[config.mk]
export PLATFORM = sky130hd
export DESIGN_NAME = board_timebase
export DESIGN_NICKNAME = d
export VERILOG_FILES = /design/src/hdl/board_timebase.sv
export SDC_FILE = /design/constraint.sdc
export NUM_CORES = 1
export LEC_CHECK = 0
export ABC_AREA = 1
export CORE_MARGIN = 5
export CORE_UTILIZATION = 60
export DETAILED_ROUTE_END_ITERATION = 8
export DONT_BUFFER_PORTS = 1
export PLACE_DENSITY = 0.84
export RECOVER_POWER = 25
export SETUP_SLACK_MARGIN = 0.2
export SLEW_MARGIN = 20
export SYNTH_ARGS = -nofsm -noshare
export SYNTH_HDL_FRONTEND = slang
export SYNTH_SLANG_ARGS = --single-unit
[constraint.sdc]
create_clock -name CLOCK_50 -period 2.73 [get_ports CLOCK_50]
set_input_delay 0 -clock CLOCK_50 [delete_from_list [all_inputs] [get_ports CLOCK_50]]
set_output_delay 0 -clock CLOCK_50 [all_outputs]
set_load 0.005 [all_outputs]
[src/hdl/board_timebase.sv]
// card clock is CLOCK_50 divided by 2*CLK_DIV and CLK_DIV must be at least 1
`timescale 1ns/1ns

module board_timebase #(
    parameter int CLK_DIV        = 250,
    parameter int HEARTBEAT_BITS = 24
) (
    input  logic CLOCK_50,
    input  logic KEY0,
    output logic sd_clk,
    output logic shift_tick,
    output logic ledr0
);

    localparam int DIV_W = $clog2(CLK_DIV + 1);

    logic [DIV_W-1:0]          div_cnt;
    logic                      div_wrap;
    logic [HEARTBEAT_BITS-1:0] beat_cnt;

    // ==================================================
    // card clock divider
    // ==================================================

    // last cycle of the current sd_clk level
    assign div_wrap = (div_cnt == DIV_W'(CLK_DIV - 1));

    always_ff @(posedge CLOCK_50 or negedge KEY0) begin
        if (!KEY0) begin
            div_cnt <= '0;
            sd_clk  <= 1'b0;
        end else if (div_wrap) begin
            div_cnt <= '0;
            sd_clk  <= ~sd_clk;
        end else begin
            div_cnt <= div_cnt + 1'b1;
        end
    end

    // high level about to end, so sd_clk falls at this edge
    assign shift_tick = div_wrap && sd_clk;

    // ==================================================
    // heartbeat
    // ==================================================
    always_ff @(posedge CLOCK_50 or negedge KEY0) begin
        if (!KEY0) begin
            beat_cnt <= '0;
        end else begin
            beat_cnt <= beat_cnt + 1'b1;
        end
    end

    assign ledr0 = beat_cnt[HEARTBEAT_BITS-1];

    // every falling card clock edge and no other edge was flagged one cycle ahead
    a_tick_on_fall: assert property (@(posedge CLOCK_50) disable iff (!KEY0)
        $fell(sd_clk) == $past(shift_tick));

endmodule

* Word level (Yosys, flattened, before mapping)
Cells that the tools add are included.
Widths: inputs -> output; s select.
** Cells by class
- Magnitude comparators :: 0
- Bitwise operators :: 1
- Multiply operators :: 0
- Shift-type cells :: 0
- Divide/modulo/power cells :: 0
- Muxes and demuxes :: 1
- $add $sub $neg :: 2
- Eq/ne operators :: 1
- Reductions and logical operators :: 1
** Operator list (number)
- $add 24x1->24 const B :: 1
- $add 8x1->8 const B :: 1
- $eq 8x8->1 const B :: 1
- $mux 8 :: 1
- $logic_and 1x1->1 :: 1
- $not 1->1 :: 1
** Storage, ports and cells
- Memories kept :: 0
- Output and inout bits :: 3
- Bits in read-only memories :: 0
- Bits of input ports :: 2
- Bits in latches :: 0
- Bits in registers :: 33
- Bits in writable memories :: 0
- Word-level logic and storage cells :: 9

* Longest topological paths before layout
- Depth in word-level cells :: 2
- Depth in mapped cells :: 8
- Depth with buffers taken out :: 8

* Least setup slack after synthesis
Ideal clock, no wire load.
- Path kind :: flip-flop to flip-flop
- From :: reg beat_cnt[0]
- To :: reg beat_cnt[16]
- Data arrival time :: 1.105 ns
- Data required time :: 2.613 ns
- Clock period less this slack :: 1.221 ns
- Setup time :: 0.117 ns
- Buffers on the path :: 0
- Setup slack :: 1.509 ns
- Stages on the path, launching flop included :: 9
- Cell sequence :: dfrtp_1 ha_1 inv_2 nor2_4 nand2_2 nor2_4 nand2_1 nand2_1 nand2_1
** Between the ends
- Cells in the longest elaborated chain, start to end :: 1
** Ends and longest elaborated chain
- from (decl) :: RTL line 19 : logic [HEARTBEAT_BITS-1:0] beat_cnt;
- from (signal assigned) :: RTL line 50 : beat_cnt <= beat_cnt + 1'b1;
- $add 24x1->24 :: RTL line 50
Every way passes these cells.
A chain may end at the register's enable or synchronous reset.

==> results.ini <==
[synthesis]
synth_area_per_cell_sq_um = 8.61
synth-seq-area-share = 0.494
synth_fa_ha_area_frac = 0.0225
synthArstFlopShare = 1.00
synthCells = 194
ys.flop_type = dfrtp_1
yosysWarnings = 0
syn-num-nets = 199
syn_area_sq_um = 1670
yosys.area_share.xor_xnor = 0.0787
synth_edf_count = 0
synth_compound_area_frac = 0.0135
ys_ff_latch = 33
synth_top_family_by_area = simple AND/OR/NAND/NOR gates
ys_types = 21
muxShareOfSynthArea = 0
synthSimpleGateAreaFrac = 0.360

[worst_setup_path]
required_ps = 2880
cp.arrival_ps = 1800
worstSetupEndpointType = asynchronous set/reset pin
cp-start-kind = input pin
critical_path.slowest_cell = clkbuf_1
path_buf_inv = 2
cp_top_family = buffers and inverters
critPathMaxFanout = 33
worstPathCellList = dlygate4sd3_1 -> clkbuf_1
worst_path_largest_cell_delay_ps = 1250
crit_type = in2async

[placed_design]
place_area_sq_um = 1710
post-place-cells = 225
gp_congestion = 0.881
hpwl_um = 2230
numPortBuffers = 0

[clock_network]
clk_root_buffer_cell = clkbuf_4
cts_tree = yes
cts_max_level = 2
numCtsBuffers = 5
cts_buffer_depth = 2
path_clk_slew_ps = 110
clkSinkCount = 33
clk_latency_ps = 350
cts_resized = 0

[timing]
finalHoldViolCount = 0
max_slew_margin = -0.140
setup_viol = 0
rsz0062_at_grt = no
fin_setup_tns_ps = 0
max_freq_mhz = 603
period_needed_ps = 1660
maxSlewViolCount = 34
min_period_over_period = 0.607
skew_ps = 8.33
max_slew.worst_pin.slew_ps = 1710

[layout]
layout_commonest_cell = nand2_1
layout-drive-gt1-share = 0.123
syn_to_final_growth_pct = 9.29
stdcell_count = 235
layout_common_cells = 58 x nand2_1, 33 x dfrtp_1, 32 x nor2_1
final_area_sq_um = 1830
diodes = 0
nNetsFinal = 208

[floorplan]
start_util = 0.616
core_sq_um = 2710
dieArea_sq_um = 3940
die_y_um = 62.8
ios = 5
rows = 19
fp.dieW_um = 62.8

[grt]
antenna_found_initial = 0
grt_max_degree = 34
grt_first_pass_wirelength_um = 5710
first_global_vias = 1370
grt_overflow_total = 0
track_usage = 0.184

[run_status]
outcome = finished with violations
failed_checks = capacitance limit, slew limit

[detailed_routing]
drt.antenna.violating_nets = 0
routed_via_density = 5.40
drt-initial-drc-count = 71
wl_per_cell_um = 13.0
drcViolationCount = 0
drt-total-wl_um = 3060
num_vias = 1270
dr.pass1.iters = 4

[run]
maxCapViolations = 1

[min_path]
hp-class = reg2reg

[power_and_ir_drop]
power_w = 0.000958
peakVddDrop_uv = 494
leakage_nw = 0.825
p_per_area_nw_per_um2 = 525

metal layers:
metal  global-route usage  part of all wire
met2                0.329              0.53
met3               0.0576             0.037
met1                0.191              0.42
met4               0.0902             0.017
met5                    0                 0
final timing paths:
check                           cells past startpoint      endpoint  slack [ps]        start
worst max-delay path                                2    div_cnt[2]        1070         KEY0
worst min-delay path                                1    div_cnt[3]         480   div_cnt[3]
worst max register to register                      8  beat_cnt[16]        1320  beat_cnt[1]
worst min register to register                      1    div_cnt[3]         480   div_cnt[3]
max in group CLOCK_50                               4    shift_tick        1310   div_cnt[5]
min in group asynchronous                           2  beat_cnt[12]         670         KEY0
area by class of cell:
cell class | count | area (sq um)
Clock buffer | 5 | 37.5
Clock inverter | 3 | 65.1
Fill cell | 210 | 885
Inverter | 14 | 52.6
Multi-Input combinational cell | 147 | 792
Sequential cell | 33 | 826
Tap cell | 31 | 38.8
Timing Repair Buffer | 2 | 13.8
Yosys cell counts (3+ instances only):
cell	instances	area (sq um)
a21oi_1	3	15.0
xnor2_1	6	52.6
nor2_2	5	31.3
nand3b_1	6	45.0
nand2_2	3	18.8
ha_1	3	37.5
nand3_1	7	35.0
nor2_4	6	67.6
nor2_1	32	120
inv_1	13	48.8
xor2_1	9	78.8
dfrtp_1	33	826
nand2_1	58	218
nand4_1	3	18.8
report_power, final:
part	switching (W)	internal, W	leakage (nW)	total, W
combinational	0.00000927	0.00000123	0.337	0.0000105
sequential	0	0.000489	0.432	0.000489
clock	0.000176	0.000283	0.0552	0.000459
total	0.000185	0.000773	0.825	0.000958
flip-flops by register name (all words and copies together), names as in the netlist:
name	flops
beat_cnt	24
div_cnt	8
sd_clk	1
stage by stage:
stage                     utilization  hold slack, ps  worst slack, ps
after detailed placement        0.631            -295             1370
after floorplan                     -            -296             1510
after global placement          0.631            -295             1470
after global routing            0.674             519              683
final                           0.674             476             1070
after CTS                       0.680            87.6             1300
cell families after synthesis:
group                    count (synthesis)
flip-flops                              33
adder cells (fa/ha/maj)                  3
AND/OR/NAND/NOR                        125
XOR/XNOR                                15
AO/OA/AOI/OAI                            4
buffers and inverters                   14
repair_timing:
action                                  in CTS  in global routing
endpoints found under the setup margin       0                  0
hold endpoints to repair                    33                  0
hold buffers                                 2                  0
buffers inserted                             0                  0
Note: power is estimated with default switching activity, not from simulation.
