## src/hdl/sd_proto_pkg.sv

```systemverilog
// native-mode SD command frame types and constants for the power-up commands only
package sd_proto_pkg;

    // ==================================================
    // frame field types
    // ==================================================

    // command index field
    typedef logic [5:0] cmd_index_t;

    // 32-bit argument, sent msb first
    typedef logic [31:0] cmd_arg_t;

    // checksum over start, transmission, index and argument bits
    typedef logic [6:0] crc7_t;

    // what the shifter puts on CMD for one request
    typedef enum logic {
        TX_IDLE_CLOCKS = 1'b0,
        TX_FRAME       = 1'b1
    } tx_kind_e;

    // one transmit request, 39 bits
    typedef struct packed {
        tx_kind_e   kind;
        cmd_index_t index;
        cmd_arg_t   arg;
    } sd_tx_req_t;

    // ==================================================
    // protocol constants
    // ==================================================
    localparam int FRAME_BITS = 48;
    // ones on CMD before the first command
    localparam int IDLE_TICKS = 80;

    localparam cmd_index_t CMD_GO_IDLE  = 6'd0;
    localparam cmd_index_t CMD_APP      = 6'd55;
    localparam cmd_index_t ACMD_OP_COND = 6'd41;
    // host supports high capacity cards
    localparam cmd_arg_t   ARG_HCS      = 32'h4000_0000;

endpackage

```

## src/hdl/cmd_shifter.sv

```systemverilog
// one request at a time and the CMD line is released between requests
`timescale 1ns/1ns

module cmd_shifter
    import sd_proto_pkg::*;
(
    input  logic       CLOCK_50,
    input  logic       KEY0,
    input  logic       shift_tick,
    input  logic       tx_start,
    input  sd_tx_req_t tx_req,
    output logic       cmd_out,
    output logic       cmd_oe,
    output logic       tx_done
);

    localparam int    CNT_W     = $clog2(IDLE_TICKS + 1);
    // crc covers everything before the checksum field
    localparam int    CRC_FIRST = FRAME_BITS - 8;
    // x^7 + x^3 + 1
    localparam crc7_t CRC_POLY  = 7'h09;

    logic [FRAME_BITS-1:0] shift_reg;
    logic [CNT_W-1:0]      bit_cnt;
    logic [CNT_W-1:0]      bit_total;
    crc7_t                 crc;
    tx_kind_e              kind;
    logic                  armed;
    logic                  shift_en;
    logic                  finish;
    logic                  crc_phase;
    logic                  data_bit;
    logic                  fb;

    assign bit_total = (kind == TX_FRAME) ? CNT_W'(FRAME_BITS) : CNT_W'(IDLE_TICKS);
    assign shift_en  = armed && shift_tick && (bit_cnt != bit_total);
    assign finish    = armed && shift_tick && (bit_cnt == bit_total);

    // bits 40..46 come from the crc register
    assign crc_phase = (kind == TX_FRAME) && (bit_cnt >= CNT_W'(CRC_FIRST))
                       && (bit_cnt < CNT_W'(FRAME_BITS - 1));
    assign data_bit  = crc_phase ? crc[6] : shift_reg[FRAME_BITS-1];
    assign fb        = shift_reg[FRAME_BITS-1] ^ crc[6];

    // ==================================================
    // bit counter and line enable
    // ==================================================
    always_ff @(posedge CLOCK_50 or negedge KEY0) begin
        if (!KEY0) begin
            armed   <= 1'b0;
            bit_cnt <= '0;
            cmd_oe  <= 1'b0;
            tx_done <= 1'b0;
        end else begin
            tx_done <= 1'b0;
            if (tx_start) begin
                armed   <= 1'b1;
                bit_cnt <= '0;
            end else if (finish) begin
                // tick after the last bit, let go of CMD
                armed   <= 1'b0;
                cmd_oe  <= 1'b0;
                tx_done <= 1'b1;
            end else if (shift_en) begin
                cmd_oe  <= 1'b1;
                bit_cnt <= bit_cnt + 1'b1;
            end
        end
    end

    // ==================================================
    // frame shift register and serial crc7
    // ==================================================
    always_ff @(posedge CLOCK_50) begin
        if (tx_start) begin
            kind <= tx_req.kind;
            crc  <= '0;
            if (tx_req.kind == TX_FRAME) begin
                // start, transmission, index, arg, crc slot, end
                shift_reg <= {1'b0, 1'b1, tx_req.index, tx_req.arg, crc7_t'(0), 1'b1};
            end else begin
                shift_reg <= '1;
            end
        end else if (shift_en) begin
            cmd_out   <= data_bit;
            shift_reg <= {shift_reg[FRAME_BITS-2:0], 1'b1};
            if (bit_cnt < CNT_W'(CRC_FIRST)) begin
                crc <= {crc[5:0], 1'b0} ^ (fb ? CRC_POLY : crc7_t'(0));
            end else begin
                crc <= {crc[5:0], 1'b0};
            end
        end
    end

    // sequencer must wait for tx_done
    a_no_overlap: assert property (@(posedge CLOCK_50) disable iff (!KEY0)
        tx_start |-> !cmd_oe && !armed);

endmodule

```

## config.mk

```make
export PLATFORM = sky130hd
export DESIGN_NAME = cmd_shifter
export DESIGN_NICKNAME = d
export VERILOG_FILES = /design/src/hdl/sd_proto_pkg.sv /design/src/hdl/cmd_shifter.sv
export SDC_FILE = /design/constraint.sdc
export NUM_CORES = 1
export LEC_CHECK = 0
export BUFFER_PORTS_ARGS = -buffer_cell sky130_fd_sc_hd__buf_2
export CAP_MARGIN = 20
export CORE_UTILIZATION = 30
export CTS_BUF_LIST = sky130_fd_sc_hd__clkbuf_8 sky130_fd_sc_hd__clkbuf_16
export DETAILED_ROUTE_END_ITERATION = 8
export PLACE_DENSITY_LB_ADDON = 0.25
export REMOVE_ABC_BUFFERS = 1
export SLEW_MARGIN = 20
export SYNTH_ARGS = -nofsm -noshare
export SYNTH_HDL_FRONTEND = slang
export SYNTH_SLANG_ARGS = --single-unit
export TNS_END_PERCENT = 1
```

## constraint.sdc

```tcl
create_clock -name CLOCK_50 -period 2.74 [get_ports CLOCK_50]
set_input_delay 0.274 -clock CLOCK_50 [delete_from_list [all_inputs] [get_ports CLOCK_50]]
set_output_delay 0.274 -clock CLOCK_50 [all_outputs]
set_load 0.01 [all_outputs]
```

* After elaboration in Yosys (flattened, before gate mapping)
Cells that the tools add are included.
W data, S select, Z words.
** Storage, ports and cells
- Register bits after elaboration :: 67
- Input bits :: 43
- Output and inout port bits :: 3
- Logic and storage cells :: 45
** Operators by class
- $add $sub $neg :: 1
- Magnitude comparators :: 3
- Equal/unequal tests :: 3
- Mux-type cells :: 16
- Bitwise operators :: 3
- Reduce and logical (&&, ||, !) cells :: 11
** Operators with widths (number)
- $mux W48 :: 3
- $mux W7 :: 5
- $lt A7 B6 Y1 const B :: 2
- $add A7 B1 Y7 const B :: 1
- $eq A7 B7 Y1 :: 1
- $ge A7 B6 Y1 const B :: 1
- $mux W1 :: 7
- $ne A7 B7 Y1 :: 1
- $xor A7 B4 Y7 :: 1
- $reduce_and A2 Y1 :: 3
- $reduce_bool A2 Y1 :: 3
- $logic_and A1 B1 Y1 :: 5
- $mux W4 :: 1
- $ne A2 B2 Y1 const B :: 1
- $not A1 Y1 :: 1
- $xor A1 B1 Y1 :: 1

* Longest topological paths before layout
Gate-level depths: netlist (run 1).
- Depth in word-level cells :: 6
- Mapped depth :: 7
- Mapped depth without buffers :: 6

* Worst setup path before layout (run 1)
OpenSTA, ideal clock, no wires.
- Path type :: register -> register
- Start :: register bit_cnt[0]
- End :: register shift_reg[10] (enable)
- Arrival time :: 2303 ps
- Setup slack :: 30 ps
- Stages on the path, launching flop included :: 8
- Cell sequence :: dfrtp_1 -> inv_1 -> ha_1 -> and4bb_2 -> o21a_1 -> buf_4 -> nor2_2 -> or2_1
** On the way
- Cells in the longest elaborated chain, start to end :: 3
** RTL lines
- from (decl) :: line cmd_shifter.sv:24 : logic [CNT_W-1:0] bit_cnt;
- from (signal assigned) :: line cmd_shifter.sv:66 : bit_cnt <= bit_cnt + 1'b1;
- $ne A7 B7 Y1 :: line cmd_shifter.sv:36 : assign shift_en = armed && shift_tick && (bit_cnt != bit_total);
- $logic_and A1 B1 Y1 :: line cmd_shifter.sv:36
- $reduce_bool A2 Y1 (no line)
- to (signal assigned) :: line cmd_shifter.sv:80 : shift_reg <= {1'b0, 1'b1, tx_req.index, tx_req.arg, crc7_t'(0), 1'b1};
- to (signal assigned) :: line cmd_shifter.sv:86 : shift_reg <= {shift_reg[FRAME_BITS-2:0], 1'b1};
- to (decl) :: line cmd_shifter.sv:23 : logic [FRAME_BITS-1:0] shift_reg;
Every way passes these cells.
A chain may end at the register's enable or synchronous reset.

* Worst setup path in the final report (run 1)
- Start :: register bit_cnt[0]
- End :: register shift_reg[22] (enable)
The elaborated chain is that of the path after synthesis.

==> impl_metrics.csv, run 1 <==
group,metric,value,unit
finish,final_cell_area,3312,sq um
min_path,holdPathEnd,"kind",
finish,final_cell_mix,"edfxtp_1 (49), buf_2 (45), o22a_1 (37)",
routing,vias,1853,
synth,synth.distinct_cells,35,
synth,syn_area,2780,sq um
outcome,status,"finished clean",
cts,htreeDepth,3,
routing,viasPerCell,5.008,
finish,drive_gt1_share,27.48,%
finish,seq_area,1862,sq um
sta,hold-worst-slack,159.7,ps
floorplan,rows,34,
sta,worst_slew_pin_slew,601.9,ps
finish,nets,302,
synth,ys_ff_latch,66,
grt,grt_pass1_vias,1858,
sta,fin_setup_tns,0,ps
sta,slew_headroom,59.87,%
finish,layoutNonFillerInstCount,370,
worst_setup_path,cp.required,2720,ps
worst_setup_path,cp_max_fo,47,
sta,finalCritPeriodShare,83.44,%
synth,avgSynthCellArea,13.18,sq um
cts,postCtsSetupRepairBufs,0,
routing,dr.first_iter.drc_count,111,
synth,synthCells,211,
routing,wl_per_cell,14.25,microns
finish,largest_reg_flops,47,
finish,nFillCells,884,
finish,post-route-util,37.43,%
grt,grtUsageTotal,12.13,%
floorplan,chipHeight,98.27,microns
pwr,p_leak,1.173,nW
routing,post-route-drc-count,0,
routing,ant_nets,0,
grt,grt_max_degree,48,
cts,clk_pin_slew_worst_paths,70,ps
pwr,irDropWorstVdd,357.3,uV
worst_setup_path,setup.worst_path.start_class,"register",
grt,grt.overflow.total,0,
pwr,finalPower,2.143,mW
sta,max_freq,437.4,MHz
placement,place_area,3105,sq um
grt,antenna_found_initial,0,
worst_setup_path,rrSetupSlack,450,ps
worst_setup_path,cp.arrival,2260,ps
min_path,hold_class,"in -> reg",
floorplan,die-width,98.27,microns
cts,clk_latency,350,ps
cts,clock_path_buffers,2,
cts,cts_tree,"done",
sta,period_needed,2286,ps
placement,pre_cts_ws,429.3,ps
synth,synth_flop_cell,"edfxtp_1",
placement,dp_cells,353,
finish,final_common_cell,"edfxtp_1",
min_path,hold_start,"tx_req[38]",
placement,dp_hpwl,3.251,mm
floorplan,core-area,8848,sq um
sta,fin_skew,13.36,ps
sta,finalHoldViolCount,0,
floorplan,start_util,31.42,%
synth,yosys_warnings,0,
grt,grt_pass1_wl,9.059,mm
worst_setup_path,worstReg2RegEnd,"shift_reg[22]",
worst_setup_path,r2r_start,"bit_cnt[0]",
placement,portBuffers,45,
finish,syn2layout_area_growth,19.13,%
placement,gp_congestion,0.7058,
synth,synth_edf_count,49,
synth,yosysSeqAreaShare,66.97,%
worst_setup_path,crit_type,"reg -> reg",
pwr,power-per-cell-area,647.1,nW/um^2
sta,rsz0062_at_grt,"no",
floorplan,dieArea,9656,sq um
routing,first_pass_iters,4,
synth,async_reset_ff_share,15.15,%
sta,slew_viol_final,0,
finish,antenna_cells,0,
min_path,holdPathStages,1,
finish,multiInputGateArea,815.8,sq um
worst_setup_path,rr_worst_depth,7,
job,cap_violations,0,
sta,setup_ws,453.8,ps
routing,wl,5.273,mm
floorplan,ios,46,
worst_setup_path,endpoint_kind,"register",
cts,clockRootBuffer,"clkbuf_8",
cts,clock_sinks,66,
sta,setup_violations,0,
cts,cts_buffers,9,
==> how the worst max path moves through the flow <==
stage                     from             to  slack [ps]  cells past startpoint
finish              bit_cnt[0]  shift_reg[22]         450                      7
global route        bit_cnt[0]  shift_reg[19]         290                      7
CTS                 bit_cnt[0]  shift_reg[28]         420                      7
detailed placement  bit_cnt[0]  shift_reg[36]         430                      7
global placement    bit_cnt[0]  shift_reg[36]         450                      7
floorplan           bit_cnt[0]  shift_reg[10]          70                      6
==> worst max-delay path, cell delays in order (launching register included) <==
cell	delay, ps
dfrtp_1	380
inv_1	70
ha_1	180
and4bb_2	230
o21a_1	230
nor2_2	200
or2_2	130
buf_4	490
==> routing by layer <==
| metal | GRT usage [%] | vias to the layer above | wire, microns |
|---|---|---|---|
| met2 | 18.36 | 44 | 2407 |
| met3 | 5.583 | 6 | 314 |
| met5 | 0 | - | 0 |
| met4 | 4.133 | 0 | 48 |
| li1 | - | 892 | - |
| met1 | 15.32 | 911 | 2502 |
==> layout make-up <==
class / instances / share of cell area (%)
timing repair buffer: 50 / 8.009
tap: 108 / 4.080
clock inverter: 7 / 2.191
multi-input combinational: 120 / 24.63
sequential: 66 / 56.21
clock buffer: 9 / 3.740
inverter: 10 / 1.133
==> synth_stat cells (3+ instances only) <==
| master | count | area, sq um |
|---|---|---|
| edfxtp_1 | 49 | 1471 |
| o22a_1 | 37 | 324.1 |
| o21ai_0 | 17 | 85.08 |
| a21oi_1 | 10 | 50.05 |
| dfrtp_1 | 10 | 250.2 |
| inv_1 | 10 | 37.54 |
| clkbuf_1 | 9 | 33.78 |
| nand3_1 | 9 | 45.04 |
| dfxtp_1 | 7 | 140.1 |
| nand2_1 | 7 | 26.28 |
| nor2_1 | 6 | 22.52 |
| nor3_1 | 5 | 25.02 |
| buf_2 | 4 | 20.02 |
| xnor2_1 | 4 | 35.03 |
| or3_1 | 3 | 18.77 |
==> report_power, final <==
group          internal, mW  switching, mW  total, mW
Clock                 0.418          0.393      0.811
Combinational        0.0748         0.0822      0.157
Sequential             1.15         0.0224       1.18
==> cells by family after synthesis <==
logic type               count (synthesis)  share of synthesized area, %
buffers and inverters                   25                         3.690
adder cells (fa/ha/maj)                  2                        0.8999
XOR/XNOR                                 4                         1.260
AND/OR/NAND/NOR                         42                         8.146
flip-flops                              66                         66.97
multiplexers                             1                        0.4050
AO/OA/AOI/OAI                           71                         18.63
==> timing repair <==
action / CTS / global route
hold endpoints to repair: 10 / 0
hold buffers: 1 / 0
resized for setup: 0 / 0
No activity file was read; power rests on OpenSTA's default activity.
==> inputs of run 2 (changes only) <==
--- a/config.mk
+++ b/config.mk
@@ -5,6 +5,7 @@
 export SDC_FILE = /design/constraint.sdc
 export NUM_CORES = 1
 export LEC_CHECK = 0
+export ABC_AREA = 1
 export BUFFER_PORTS_ARGS = -buffer_cell sky130_fd_sc_hd__buf_2
 export CAP_MARGIN = 20
 export CORE_UTILIZATION = 30
==> constraint.sdc (replaced) <==
create_clock -name CLOCK_50 -period 1.9 [get_ports CLOCK_50]
set_input_delay 0.19 -clock CLOCK_50 [delete_from_list [all_inputs] [get_ports CLOCK_50]]
set_output_delay 0.19 -clock CLOCK_50 [all_outputs]
set_load 0.01 [all_outputs]
==> impl_metrics.csv, run 2 <==
group,metric,value,unit
synth,synth.distinct_cells,27,
worst_setup_path,path_buf_inv,2,
worst_setup_path,rrSetupSlack,330,ps
cts,clk_latency,340,ps
grt,grt_pass1_vias,1849,
placement,dp_hpwl,3.498,mm
sta,rsz0062_at_grt,"no",
floorplan,die-width,100.7,microns
sta,slew_viol_final,0,
routing,first_pass_iters,4,
synth,yosysMostFrequentCell,"nand2_1",
routing,dr.first_iter.drc_count,74,
synth,synthTopCellsByArea,"edfxtp_1 (50%), o22a_1 (11%), dfrtp_1 (8.6%)",
worst_setup_path,cp_top_family,"flip-flops",
sta,period_needed,1567,ps
synth,yosys.area.top_type,"edfxtp_1",
cts,clock_sinks,66,
sta,worst_slew_pin_slew,347.5,ps
routing,wl,5.267,mm
pwr,finalPower,3.218,mW
finish,final_cell_mix,"nand2_1 (58), edfxtp_1 (49), buf_2 (45)",
floorplan,chipHeight,100.7,microns
grt,grtUsageTotal,11.59,%
worst_setup_path,cp.required,1930,ps
synth,syn_area,2922,sq um
worst_setup_path,cp-startpoint,"bit_cnt[0]",
synth,yosysSeqAreaShare,63.73,%
min_path,hold_start,"tx_req[38]",
floorplan,dieArea,10140,sq um
floorplan,ios,46,
finish,largest_reg_flops,47,
floorplan,rows,35,
grt,grt.overflow.total,0,
finish,final_common_cell,"nand2_1",
cts,cts_buffers,9,
finish,antenna_cells,0,
min_path,holdPathStages,1,
cts,clk_pin_slew_worst_paths,70,ps
floorplan,core-area,9328,sq um
worst_setup_path,cp.arrival,1600,ps
synth,ys_top_cells_by_count,"nand2_1 (59), edfxtp_1 (49), o22a_1 (37)",
cts,clockRootBuffer,"clkbuf_8",
worst_setup_path,rr_worst_depth,8,
cts,htreeDepth,3,
routing,vias,1927,
worst_setup_path,setup.worst_path.start_class,"register",
floorplan,start_util,31.32,%
sta,setup_violations,0,
worst_setup_path,cp_max_fo,15,
worst_setup_path,endpoint_kind,"register",
finish,nets,341,
pwr,p_leak,1.384,nW
sta,fin_skew,8.746,ps
synth,synth_flop_cell,"edfxtp_1",
routing,post-route-drc-count,0,
placement,pre_cts_ws,349.5,ps
finish,syn2layout_area_growth,20.26,%
pwr,power-per-cell-area,915.9,nW/um^2
finish,drive_gt1_share,29.24,%
cts,clock_path_buffers,2,
synth,synth_edf_count,49,
sta,setup_ws,332.8,ps
routing,wl_per_cell,12.25,microns
worst_setup_path,r2r_start,"bit_cnt[0]",
min_path,hold_class,"in -> reg",
sta,max_freq,638.1,MHz
worst_setup_path,crit_type,"reg -> reg",
placement,gp_congestion,0.7444,
cts,cts_tree,"done",
worst_setup_path,cpPeakStageDelay,400,ps
synth,avgSynthCellArea,11.92,sq um
synth,ys_ff_latch,66,
outcome,status,"finished clean",
synth,synth_top_area_share,50.36,%
sta,hold-worst-slack,75.78,ps
job,cap_violations,0,
routing,viasPerCell,4.481,
sta,finalCritPeriodShare,82.48,%
synth,synthCells,245,
sta,slew_headroom,76.59,%
worst_setup_path,crit_chain,"inv_1 -> ha_1 -> nand2_2 -> nor2_4 -> nand3_4 -> nand2_4 -> nand2_2 -> buf_4",
placement,portBuffers,45,
sta,finalHoldViolCount,0,
routing,ant_nets,0,
grt,antenna_found_initial,0,
min_path,holdPathEnd,"kind",
grt,grt_max_degree,36,
worst_setup_path,crit_top_cell,"nand2_2",
grt,grt_pass1_wl,8.949,mm
synth,yosys_warnings,0,
synth,async_reset_ff_share,15.15,%
pwr,irDropWorstVdd,570.4,uV
worst_setup_path,slowest_stage,"dfrtp_1",
worst_setup_path,worstReg2RegEnd,"shift_reg[9]",
[run 2: changes by cell type in the layout (fill, tap and decap cells not counted), moves of 3 or more]
cell        before  now
nand2_1          7   58
nor3_1           5    2
inv_2            0    3
nand3_2          0   10
clkinvlp_4       4    1
nor2_1           6   11
nand2_2          0    4
a21oi_1         10    0
or3_1            3    0
o21ai_0         17    8
xnor2_1          4    0
[run 2: cell families (layout without fill, tap and decap cells)]
logic type	after synthesis	in the layout	synth area share, %
flip-flops	66	66	63.73
AO/OA/AOI/OAI	45	45	12.46
AND/OR/NAND/NOR	101	101	17.22
adder cells (fa/ha/maj)	2	2	0.8564
XOR/XNOR	2	2	0.5997
buffers and inverters	29	85	5.139
[run 2: final cells by class]
type	count	area, sq um
fillers	930	5814
flip-flops and latches	66	1862
multi-input cells	150	912.1
repair buffers	53	300.3
well taps	129	161.4
clock buffers	9	123.9
clock inverters	7	93.84
inverters	16	60.06
[run 2: how the worst max path moves through the flow]
| stage | to | slack, ps | cells after the start |
|---|---|---|---|
| after floorplan | shift_reg[10] | -600 | 7 |
| after global placement | shift_reg[10] | 340 | 8 |
| after detailed placement | shift_reg[13] | 350 | 8 |
| after CTS | shift_reg[8] | 320 | 8 |
| after global routing | shift_reg[9] | 220 | 8 |
| final | shift_reg[9] | 330 | 8 |
[run 2: where the power goes]
group / switching, mW / total, mW / internal [mW]
clock: 0.539 / 1.28 / 0.736
combinational: 0.130 / 0.243 / 0.114
sequential: 0.0349 / 1.70 / 1.66
[run 2: stage by stage]
stage                     TNS (ps)  instance area [sq um]  util [%]  instances
after floorplan             -29570                   2831         -        232
after global placement           0                   3286     35.22        413
after detailed placement         0                   3286     35.22        413
after CTS                        0                   3513     37.67        430
after global routing             0                   3513     37.67        430
final                            0                   3513     37.67        430
[run 2: repair_timing]
item,4_1_cts,5_1_grt
setup endpoints to repair,0,0
hold buffers,1,0
gates resized for setup,0,0
setup buffers,0,0
endpoints found under the hold margin,10,0
[run 2: metal layers]
layer  track usage [%]  up-vias  routed length, microns
met5                 0        -                       0
met4             3.679        0                      55
met3             5.895        6                     368
met2             16.97       41                    2343
met1             14.87      905                    2500
li1                  -      975                       -
