$ cat config.mk
export PLATFORM = sky130hd
export DESIGN_NAME = progress_reporter
export DESIGN_NICKNAME = d
export VERILOG_FILES = /design/src/hdl/init_ctrl_pkg.sv /design/src/hdl/progress_reporter.sv
export SDC_FILE = /design/constraint.sdc
export NUM_CORES = 1
export LEC_CHECK = 0
export ABC_AREA = 1
export CORE_AREA = 5 5 42 44
export DETAILED_ROUTE_END_ITERATION = 8
export DIE_AREA = 0 0 47 49
export DONT_BUFFER_PORTS = 1
export SYNTH_ARGS = -nofsm -noshare
export SYNTH_HDL_FRONTEND = slang
export SYNTH_SLANG_ARGS = --single-unit
export TNS_END_PERCENT = 100
$ cat constraint.sdc
create_clock -name CLOCK_50 -period 0.9 [get_ports CLOCK_50]
set_input_delay 0.18 -clock CLOCK_50 [delete_from_list [all_inputs] [get_ports CLOCK_50]]
set_output_delay 0.18 -clock CLOCK_50 [all_outputs]
set_load 0.02 [all_outputs]
$ cat src/hdl/init_ctrl_pkg.sv
// sequencer step encoding and report byte types shared by the init controller blocks
package init_ctrl_pkg;

    // ==================================================
    // sequencer steps
    // ==================================================
    typedef enum logic [2:0] {
        ST_PREAMBLE,
        ST_CMD0,
        ST_GAP,
        ST_CMD55,
        ST_ACMD41,
        ST_DONE
    } init_step_e;

    // one ascii byte per report strobe
    typedef logic [7:0] report_char_t;

    // finished step, valid for one cycle
    typedef struct packed {
        logic       valid;
        init_step_e step;
    } step_done_t;

    // card clocks of idle after CMD0
    localparam int GAP_TICKS = 16;

endpackage

$ cat src/hdl/progress_reporter.sv
// report strobes have no back-pressure and are lost if nothing listens
`timescale 1ns/1ns

module progress_reporter
    import init_ctrl_pkg::*;
(
    input  logic         CLOCK_50,
    input  logic         KEY0,
    input  step_done_t   step_done,
    output report_char_t report_char,
    output logic         report_valid
);

    logic d_pending;

    // character per finished step
    function automatic report_char_t char_for(input init_step_e s);
        case (s)
            ST_CMD0:   return "0";
            ST_CMD55:  return "5";
            ST_ACMD41: return "A";
            default:   return "?";
        endcase
    endfunction

    // ==================================================
    // strobe and trailing 'D'
    // ==================================================
    always_ff @(posedge CLOCK_50 or negedge KEY0) begin
        if (!KEY0) begin
            report_valid <= 1'b0;
            d_pending    <= 1'b0;
        end else begin
            report_valid <= step_done.valid || d_pending;
            d_pending    <= step_done.valid && (step_done.step == ST_ACMD41);
        end
    end

    // byte only matters while report_valid is high
    always_ff @(posedge CLOCK_50) begin
        if (step_done.valid) begin
            report_char <= char_for(step_done.step);
        end else if (d_pending) begin
            report_char <= "D";
        end
    end

endmodule

# ---- Yosys cells after proc, flatten, opt, wreduce, memory -nomap -nowiden
# Cells that the tools add are included.
dict set report classes {
  reduce_logical 3
  mux 3
  eq_ne 3
}
# operator count
set op_table {}
lappend op_table {{one-hot mux 7 bit (3 select lines)} 1}
lappend op_table {{2-to-1 mux 8 bit} 2}
lappend op_table {{equality test 3 x 1 -> 1 bit (second input constant)} 1}
lappend op_table {{equality test 3 x 2 -> 1 bit (second input constant)} 1}
lappend op_table {{equality test 3 bit (second input constant)} 1}
lappend op_table {{nonzero test 2 bit} 1}
lappend op_table {{logical AND 1 bit} 1}
lappend op_table {{logical OR 1 bit} 1}
dict set report word_totals {
  wordCells 12
  output_inout_bits 9
  register_bits 10
}

# ---- Logic depth before layout (Yosys ltp)
# Gate-level depths: netlist (run 1).
dict set report depth {
  depth_word 3
  ltp_mapped 4
  depth_no_buf 4
}

# ---- Worst setup path before layout (run 1)
# OpenSTA, ideal clock, no wires.
dict set report synth_timing {
  kind {reg-to-reg}
  start {reg d_pending}
  end {reg report_char[0] (enable)}
  stages_incl_launch_ff 2
  arrival_ns 0.667
  path_buffers 0
  required_ns 0.636
  setup_slack_ns -0.032
  synth_period_minus_slack_ns 0.932
  setup_time_ns 0.264
  path_cell_list {dfrtp_1 -> or2_2}
}
dict set report synth_via {
  elab_chain_len 1
}
# item line
set synth_lines {}
lappend synth_lines {{start, declared} progress_reporter.sv:14} ;# logic d_pending;
lappend synth_lines {{start signal, assigned} progress_reporter.sv:35} ;# d_pending <= step_done.valid && (step_done.step == ST_ACMD41);
lappend synth_lines {{nonzero test 2 bit (no source line)} n/a}
lappend synth_lines {{end signal, assigned} progress_reporter.sv:42} ;# report_char <= char_for(step_done.step);
lappend synth_lines {{end signal, assigned} progress_reporter.sv:44} ;# report_char <= "D";
lappend synth_lines {{end, declared} progress_reporter.sv:10} ;# output report_char_t report_char,
# No other way between the ends.
# A chain may end at the register's enable or synchronous reset.

==> metrics.txt, run 1 <==
die area=0.00230 mm²; largest fanout of any net on the critical path=2; GR Util All Layers=5.67%; end point of the most critical hold path=d_pending; Final min period=0.959 ns; endpoint of the most critical register-to-register path=report_char[5]; clock-pin slew reported for the worst setup and hold paths after clock tree synthesis=0.05 ns; CP top delay family=flip-flops; fin cells=47; fillers=166; DRC viols=0; share of the clock period used by the worst path=107%; HP Start=step_done[3]; number of unique standard cell types used by synthesis=11; number of rows created at floorplan=14; Top-Level Pins=15; number of placed instances, taps included=42; cell types occupying the most area after synthesis=sky130_fd_sc_hd__edfxtp_1, sky130_fd_sc_hd__dfrtp_1, sky130_fd_sc_hd__buf_4; fin worst setup slack=-0.0593 ns; upper clock frequency limit=1.04 GHz; Placement Setup Slack=0.0276 ns; Antenna Cells=0; average footprint of a synthesized cell=11.1 µm²; Peak VDD IR=0.000770 V; Total Wirelength=458 µm; Warnings, synthesis=0; critical path arrival=0.78 ns; total grt overflow=0; category of the critical setup timing path=flop to output port; die boundary height=49 µm; number of antenna violations at the first check in global routing=0; area of the mapped netlist=300 µm²; Final Max Tran Viols=0; violations in the final reports=negative setup slack; synthesized instance count=27; proportion of power drawn by the clock network=37.6%; power density over cell area=2060 mW/mm²; largest stage delay on the critical path=0.37 ns; ratio of routed vias to standard cells=3.51; number of nets with antenna violations after routing=0; first drt pass iteration count=4; switching power as a share of total power=23.4%; run status=complete, but fails checks; starting density of the core=21.4%; number of instances on the worst hold path=2; first-pass GRT wire length=786 µm; TritonCTS clock tree=built; drt wl/cell=9.74 µm; fraction of layout cells with a size suffix above 1=29.0%; weighted congestion reported at the end of routability-driven placement=0.661; top-area cell type share of the netlist area=50.0%; number of DRC markers after the initial detailed-route iteration=1; CP required=0.72 ns; Setup crit end kind=output port; Synth area leader=sky130_fd_sc_hd__edfxtp_1; Leak Pwr=0.166 nW; share of the core filled with cells in the final layout=25.6%; number of endpoints with negative hold slack in the final report=0; beginning of the worst register-to-register path=d_pending; register bit count reported by yosys=7; Post-CTS Repair Setup Buffers=0; cell with the biggest individual delay on the critical path=sky130_fd_sc_hd__edfxtp_1; reported max-cap violation count=0; Comb pwr share=9.3%; RSZ-0062 raised after global routing=yes; number of cells traversed by the worst register-to-register path=1; total of endpoints with negative setup slack in the final report=7; number of CTS-inserted buffers=3; crit path launch type=flop; Synth-to-Final Area Change=19.6%; overall die width=47 µm; Fin Clk Skew=0.00168 ns; vias after detailed routing=165; Multi-input gate area=61.3 µm²; net switching power of the design=0.173 mW; internal power component=0.566 mW; vias in the first global route=191; Buf+Inv Stages, Crit Path=1; path class of the lowest-slack min-delay path=input pin to flop; clock latency on the worst-skew pair=0.25 ns; CP cell instances=buf_6; Clock Sinks=7; setup total negative slack=-0.248 ns; final-stage net count=38; pin count of the biggest net entering global routing=7; sequential-to-total area share from yosys stat=66.7%; Port-buffer cells=0; power share of the sequential group=53.1%; root buffer selected by CTS=sky130_fd_sc_hd__clkbuf_4; Synthesized Nets=33; FF+latch area=200 µm²; setup slack of the worst register-to-register path=0.04 ns; half-perimeter wire length after placement=383 µm; htree depth=1; total power of the final layout=0.739 mW; number of buffers on the longest clock path=2; area of the placeable core=0.00140 mm²
cells by family after synthesis:
kind of cell	synth area share, %
other	1.25
flip-flops	66.7
AND/OR/NAND/NOR	18.3
buffers and inverters	13.8
cell usage in the layout (no fill, tap or decap), drive strengths merged:
master | Yosys | routed
dlygate4sd3 | 0 | 1
nand3b | 1 | 1
nand2 | 5 | 5
clkbuf | 0 | 4
buf | 3 | 2
edfxtp | 5 | 5
nor2 | 4 | 4
dfrtp | 2 | 2
or2 | 1 | 1
inv | 5 | 5
conb | 1 | 1
state kept, by name (all words and copies together) (netlist names):
register	count
d_pending	1
report_char	5
report_valid	1
what timing repair did:
action	CTS	global route
pin swaps	0	1
endpoints found under the hold margin	2	0
setup endpoints to repair	7	11
hold buffers	1	0
gates resized for setup	2	0
stage by stage:
step           area (µm²)  hold WS (ns)
3_5_place_dp          315        -0.116
5_1_grt               359        0.0448
3_3_place_gp          315        -0.116
4_1_cts               359        0.0328
6_report              359        0.0367
2_1_floorplan         303        -0.116
synth_stat cells:
master,count
sky130_fd_sc_hd__dfrtp_1,2
sky130_fd_sc_hd__nand3b_1,1
sky130_fd_sc_hd__or2_2,1
sky130_fd_sc_hd__conb_1,1
sky130_fd_sc_hd__nor2_1,3
sky130_fd_sc_hd__inv_1,5
sky130_fd_sc_hd__edfxtp_1,5
sky130_fd_sc_hd__nand2_1,3
sky130_fd_sc_hd__nor2_2,1
sky130_fd_sc_hd__buf_4,3
sky130_fd_sc_hd__nand2_2,2
cell type report:
class                           instances  area share, %
Tap cell                               16           5.57
Inverter                                5           5.23
Sequential cell                         7           55.7
Multi-Input combinational cell         12           17.1
Clock buffer                            4           7.32
Timing Repair Buffer                    3           9.06
metal layers:
metal	share of wire, %	track usage, %
met1	39	5.62
met2	48	5.20
met3	13	4.06
met4	0	9.68
met5	0	0
how the worst max path moves through the flow:
stage / start / endpoint / slack, ns / cells after the start
floorplan: d_pending / report_char[0] / 0.04 / 1
global placement: d_pending / report_char[3] / 0.04 / 1
detailed placement: d_pending / report_char[3] / 0.03 / 1
CTS: report_char[3] / report_char[1] / -0.08 / 1
global route: report_char[3] / report_char[1] / -0.1 / 1
finish: report_char[3] / report_char[1] / -0.06 / 1
power by group through the flow:
stage	Clock (mW)	Sequential (mW)	Combinational (mW)
global route	0.310	0.394	0.0768
global placement	0	0.398	0.0603
floorplan	0	0.405	0.0499
CTS	0.289	0.393	0.0706
finish	0.278	0.392	0.0690
detailed placement	0	0.398	0.0620
Power figures use the tool's default switching activity.
==> run 2: changes to the inputs <==
ABC_AREA = default   (was 1)
CAP_MARGIN = 20   (was default)
==> metrics.txt, run 2 <==
run status=complete, but fails checks; violations in the final reports=negative setup slack; reported max-cap violation count=0; first-pass GRT wire length=779 µm; FF+latch area=200 µm²; die area=0.00230 mm²; CP cell instances=buf_6; fillers=161; net switching power of the design=0.170 mW; pin count of the biggest net entering global routing=7; number of CTS-inserted buffers=3; Leak Pwr=0.149 nW; number of antenna violations at the first check in global routing=0; largest registers=report_char x5, d_pending x1, report_valid x1; htree depth=1; DRC viols=0; Min Hold Slack=0.0588 ns; most numerous cell in the Yosys netlist=sky130_fd_sc_hd__edfxtp_1; top cell types by occurrence after synthesis=sky130_fd_sc_hd__edfxtp_1, sky130_fd_sc_hd__buf_4, sky130_fd_sc_hd__dfrtp_1; fin cells=43; TritonCTS clock tree=built; clock-pin slew reported for the worst setup and hold paths after clock tree synthesis=0.05 ns; power share of the sequential group=53.4%; number of instances on the worst hold path=2; Multi-input gate area=72.6 µm²; half-perimeter wire length after placement=391 µm; switching power as a share of total power=23.1%; number of cells traversed by the worst register-to-register path=1; number of endpoints with negative hold slack in the final report=0; top-area cell type share of the netlist area=51.1%; HP Start=step_done[3]; area of the mapped netlist=294 µm²; overall die width=47 µm; largest fanout of any net on the critical path=2; most common cell after layout, fill and taps aside=sky130_fd_sc_hd__edfxtp_1; EDFF count, synth=5; root buffer selected by CTS=sky130_fd_sc_hd__clkbuf_4; highest-count cells in the layout ignoring fill and taps=sky130_fd_sc_hd__edfxtp_1, sky130_fd_sc_hd__clkbuf_4, sky130_fd_sc_hd__dfrtp_1, sky130_fd_sc_hd__buf_6; Port-buffer cells=0; vias in the first global route=210; Fin Clk Skew=0.00460 ns; Setup crit end kind=output port; ratio of routed vias to standard cells=4.00; Synthesized Nets=28; fin worst setup slack=-0.0599 ns; starting density of the core=21.0%; proportion of power drawn by the clock network=36.7%; number of unique standard cell types used by synthesis=15; Warnings, synthesis=0; sequential-to-total area share from yosys stat=68.1%; CP required=0.72 ns; drt wl/cell=11.1 µm; Peak VDD IR=0.000598 V; number of placed instances, taps included=38; Synth area leader=sky130_fd_sc_hd__edfxtp_1; clock latency on the worst-skew pair=0.24 ns; largest stage delay on the critical path=0.38 ns; Buf+Inv Stages, Crit Path=1; beginning of the worst register-to-register path=d_pending; cell with the biggest individual delay on the critical path=sky130_fd_sc_hd__edfxtp_1; setup slack of the worst register-to-register path=0.02 ns; crit path launch type=flop; final-stage net count=34; Antenna Cells=0; path class of the lowest-slack min-delay path=input pin to flop; cell types occupying the most area after synthesis=sky130_fd_sc_hd__edfxtp_1, sky130_fd_sc_hd__dfrtp_1, sky130_fd_sc_hd__buf_4; number of DRC markers after the initial detailed-route iteration=7; number of nets with antenna violations after routing=0; flip-flop count of the largest register after layout=5; total grt overflow=0; Total Wirelength=478 µm; number of rows created at floorplan=14; area of the placeable core=0.00140 mm²; Placement Setup Slack=-0.0658 ns; category of the critical setup timing path=flop to output port; number of buffers on the longest clock path=2; synthesized instance count=22; flip-flop cell with the highest count after synthesis=sky130_fd_sc_hd__edfxtp_1; register with the most flip-flops=report_char; share of the core filled with cells in the final layout=26.0%; first drt pass iteration count=4; Clock Sinks=7; Final Max Tran Viols=0; GR Util All Layers=4.92%; endpoint of the most critical register-to-register path=report_char[0]; CP top delay family=flip-flops; cell area after placement=319 µm²; upper clock frequency limit=1.04 GHz; Comb pwr share=10.0%; Post-CTS Repair Setup Buffers=0; area of all placed cells without fillers=364 µm²; internal power component=0.566 mW; average footprint of a synthesized cell=13.4 µm²; RSZ-0062 raised after global routing=yes; post-synthesis async set-or-reset flop share=28.6%; total of endpoints with negative setup slack in the final report=7; vias after detailed routing=172; end point of the most critical hold path=d_pending; register bit count reported by yosys=7; power density over cell area=2020 mW/mm²; fraction of layout cells with a size suffix above 1=33.3%; critical path arrival=0.78 ns; Synth-to-Final Area Change=23.8%; Final min period=0.960 ns; share of the clock period used by the worst path=107%; weighted congestion reported at the end of routability-driven placement=0.687; die boundary height=49 µm; Top-Level Pins=15
==> run 2: per-layer routing <==
metal	part of all wire (%)	track usage (%)
met4	0	1.38
met5	0	0
met1	35	3.88
met3	22	7.01
met2	43	6.79
==> run 2: kinds of logic (layout without fill, tap and decap cells) <==
logic type / Yosys count / count (layout) / share of synthesized area, %
other cells: 1 / 1 / 1.28
simple gates: 8 / 8 / 16.2
compound gates: 1 / 1 / 2.55
flops: 7 / 7 / 68.1
buf+inv: 4 / 9 / 8.93
xor+xnor: 1 / 1 / 2.98
==> run 2: power groups by stage <==
stage | Clock [mW] | Combinational (mW) | Sequential [mW]
after floorplan | 0 | 0.0504 | 0.405
after CTS | 0.283 | 0.0737 | 0.394
final | 0.270 | 0.0732 | 0.393
after detailed placement | 0 | 0.0649 | 0.398
after global placement | 0 | 0.0628 | 0.398
after global routing | 0.304 | 0.0790 | 0.395
==> run 2: through the flow <==
step	setup TNS, ns	power (mW)
after floorplan	-0.111	0.455
after global placement	-0.120	0.461
after detailed placement	-0.126	0.463
after CTS	-0.349	0.750
after global routing	-0.507	0.778
final	-0.255	0.736
==> run 2: worst max path at each step <==
stage                   startpoint             end  slack [ns]  cells past startpoint
CTS                 report_char[5]  report_char[5]       -0.07                      1
detailed placement    step_done[1]  report_char[3]       -0.07                      2
finish              report_char[3]  report_char[1]       -0.06                      1
global placement      step_done[1]  report_char[3]       -0.06                      2
floorplan             step_done[1]  report_char[3]       -0.06                      2
global route        report_char[5]  report_char[5]       -0.10                      1
==> run 2: cell type report <==
cell class	instances	area share, %
sequential	7	55.0
tap	16	5.50
clock inverter	1	1.37
clock buffer	3	6.19
timing repair buffer	4	11.0
multi-input combinational	11	19.9
inverter	1	1.03
==> run 2: timing repair <==
action,4_1_cts,5_1_grt
hold endpoints to repair,2,0
hold buffers,1,0
setup endpoints to repair,7,7
gates resized for setup,2,0
==> run 3: changes to the inputs <==
CORE_AREA = 2 2 39 41   (was 5 5 42 44)
DIE_AREA = 0 0 41 43   (was 0 0 47 49)
RECOVER_POWER = 100   (was default)
==> metrics.txt, run 3 (same netlist as run 2, synthesis figures left out) <==
largest registers=report_char x5, d_pending x1, report_valid x1; beginning of the worst register-to-register path=d_pending; highest-count cells in the layout ignoring fill and taps=sky130_fd_sc_hd__edfxtp_1, sky130_fd_sc_hd__clkbuf_4, sky130_fd_sc_hd__dfrtp_1; met3 routed WL=40 µm; top routing layer used=met4; fin worst setup slack=-0.0982 ns; number of DRC markers after the initial detailed-route iteration=0; number of buffers on the longest clock path=2; end point of the most critical hold path=d_pending; HP Start=step_done[3]; number of rows created at floorplan=14; number of instances on the worst hold path=2; number of CTS-inserted buffers=3; htree depth=1; pin count of the biggest net entering global routing=7; Port-buffer cells=0; clock latency on the worst-skew pair=0.25 ns; Min Hold Slack=0.0537 ns; violations in the final reports=negative setup slack; reported max-cap violation count=0; largest fanout of any net on the critical path=2; Antenna Cells=0; total of endpoints with negative setup slack in the final report=6; Final Max Tran Viols=0; root buffer selected by CTS=sky130_fd_sc_hd__clkbuf_4; number of cells traversed by the worst register-to-register path=1; Critical Path Stages=0; power density over cell area=2150 mW/mm²; die boundary height=43 µm; DRC viols=0; TritonCTS clock tree=built; number of antenna violations at the first check in global routing=0; drt wl/cell=9.95 µm; Setup crit end kind=output port; number of nets with antenna violations after routing=0; clock-pin slew reported for the worst setup and hold paths after clock tree synthesis=0.05 ns; overall die width=41 µm; first drt pass iteration count=1; length of routed wiring on met1=190 µm; RSZ-0062 raised after global routing=yes; area of the placeable core=0.00138 mm²; Synth-to-Final Area Change=14.9%; die area=0.00176 mm²; length of routed met2 wiring=169 µm; share of the clock period used by the worst path=111%; Peak VDD IR=0.000378 V; first-pass GRT wire length=565 µm; Top-Level Pins=15; most common cell after layout, fill and taps aside=sky130_fd_sc_hd__edfxtp_1; starting density of the core=21.2%; setup total negative slack=-0.399 ns; Total Wirelength=408 µm; crit path launch type=flop; flip-flop count of the largest register after layout=5; fraction of layout cells with a size suffix above 1=20.0%; weighted congestion reported at the end of routability-driven placement=0.674; path class of the lowest-slack min-delay path=input pin to flop; CP required=0.72 ns; total power of the final layout=0.728 mW; total grt overflow=0; ratio of routed vias to standard cells=3.76; Final min period=0.998 ns; Post-CTS Repair Setup Buffers=0; Clock Sinks=7; Placement Setup Slack=-0.0682 ns; critical path arrival=0.82 ns; GR Util All Layers=5.26%; endpoint of the most critical register-to-register path=report_char[3]; category of the critical setup timing path=flop to output port; vias after detailed routing=154; vias in the first global route=152; Fin Clk Skew=0.000436 ns; upper clock frequency limit=1.00 GHz; run status=complete, but fails checks; register with the most flip-flops=report_char; Leak Pwr=0.133 nW; number of endpoints with negative hold slack in the final report=0; final-stage net count=32; setup slack of the worst register-to-register path=0.03 ns
==> run 3: how the worst max path moves through the flow <==
stage | startpoint | end | slack [ns]
final | report_char[3] | report_char[3] | -0.1
after global routing | report_char[3] | report_char[3] | -0.13
after CTS | report_char[3] | report_char[3] | -0.10
after detailed placement | step_done[1] | report_char[3] | -0.07
after global placement | step_done[1] | report_char[3] | -0.07
after floorplan | step_done[1] | report_char[3] | -0.06
==> run 3: layer usage <==
metal,vias up,GRT usage [%]
li1,74,-
met1,67,6.93
met2,11,4.69
met3,2,1.57
met4,0,8.67
met5,-,0
==> run 3: metrics by stage <==
step           area (µm²)  utilization (%)  cells
4_1_cts               340             24.6     41
3_5_place_dp          304             22.0     36
6_report              338             24.4     41
5_1_grt               338             24.4     41
3_3_place_gp          304             22.0     36
2_1_floorplan         299                -     22
==> run 3: area by class of cell <==
type	count	area, µm²
clock buffers	4	26.3
well taps	16	20.0
inverters	1	3.75
repair buffers	2	17.5
fillers	146	1050
flip-flops and latches	7	200
multi-input cells	11	70.1
==> run 3: what timing repair did <==
item / CTS / global route
setup endpoints to repair: 7 / 12
gates resized for setup: 0 / 0
pin swaps: 0 / 1
endpoints found under the hold margin: 2 / 0
hold buffers: 1 / 0
==> run 3: report_power, final <==
group | leakage [nW] | switching, mW | internal [mW]
sequential | 0.0739 | 0.0387 | 0.371
clock | 0.0150 | 0.109 | 0.169
combinational | 0.0442 | 0.0187 | 0.0211
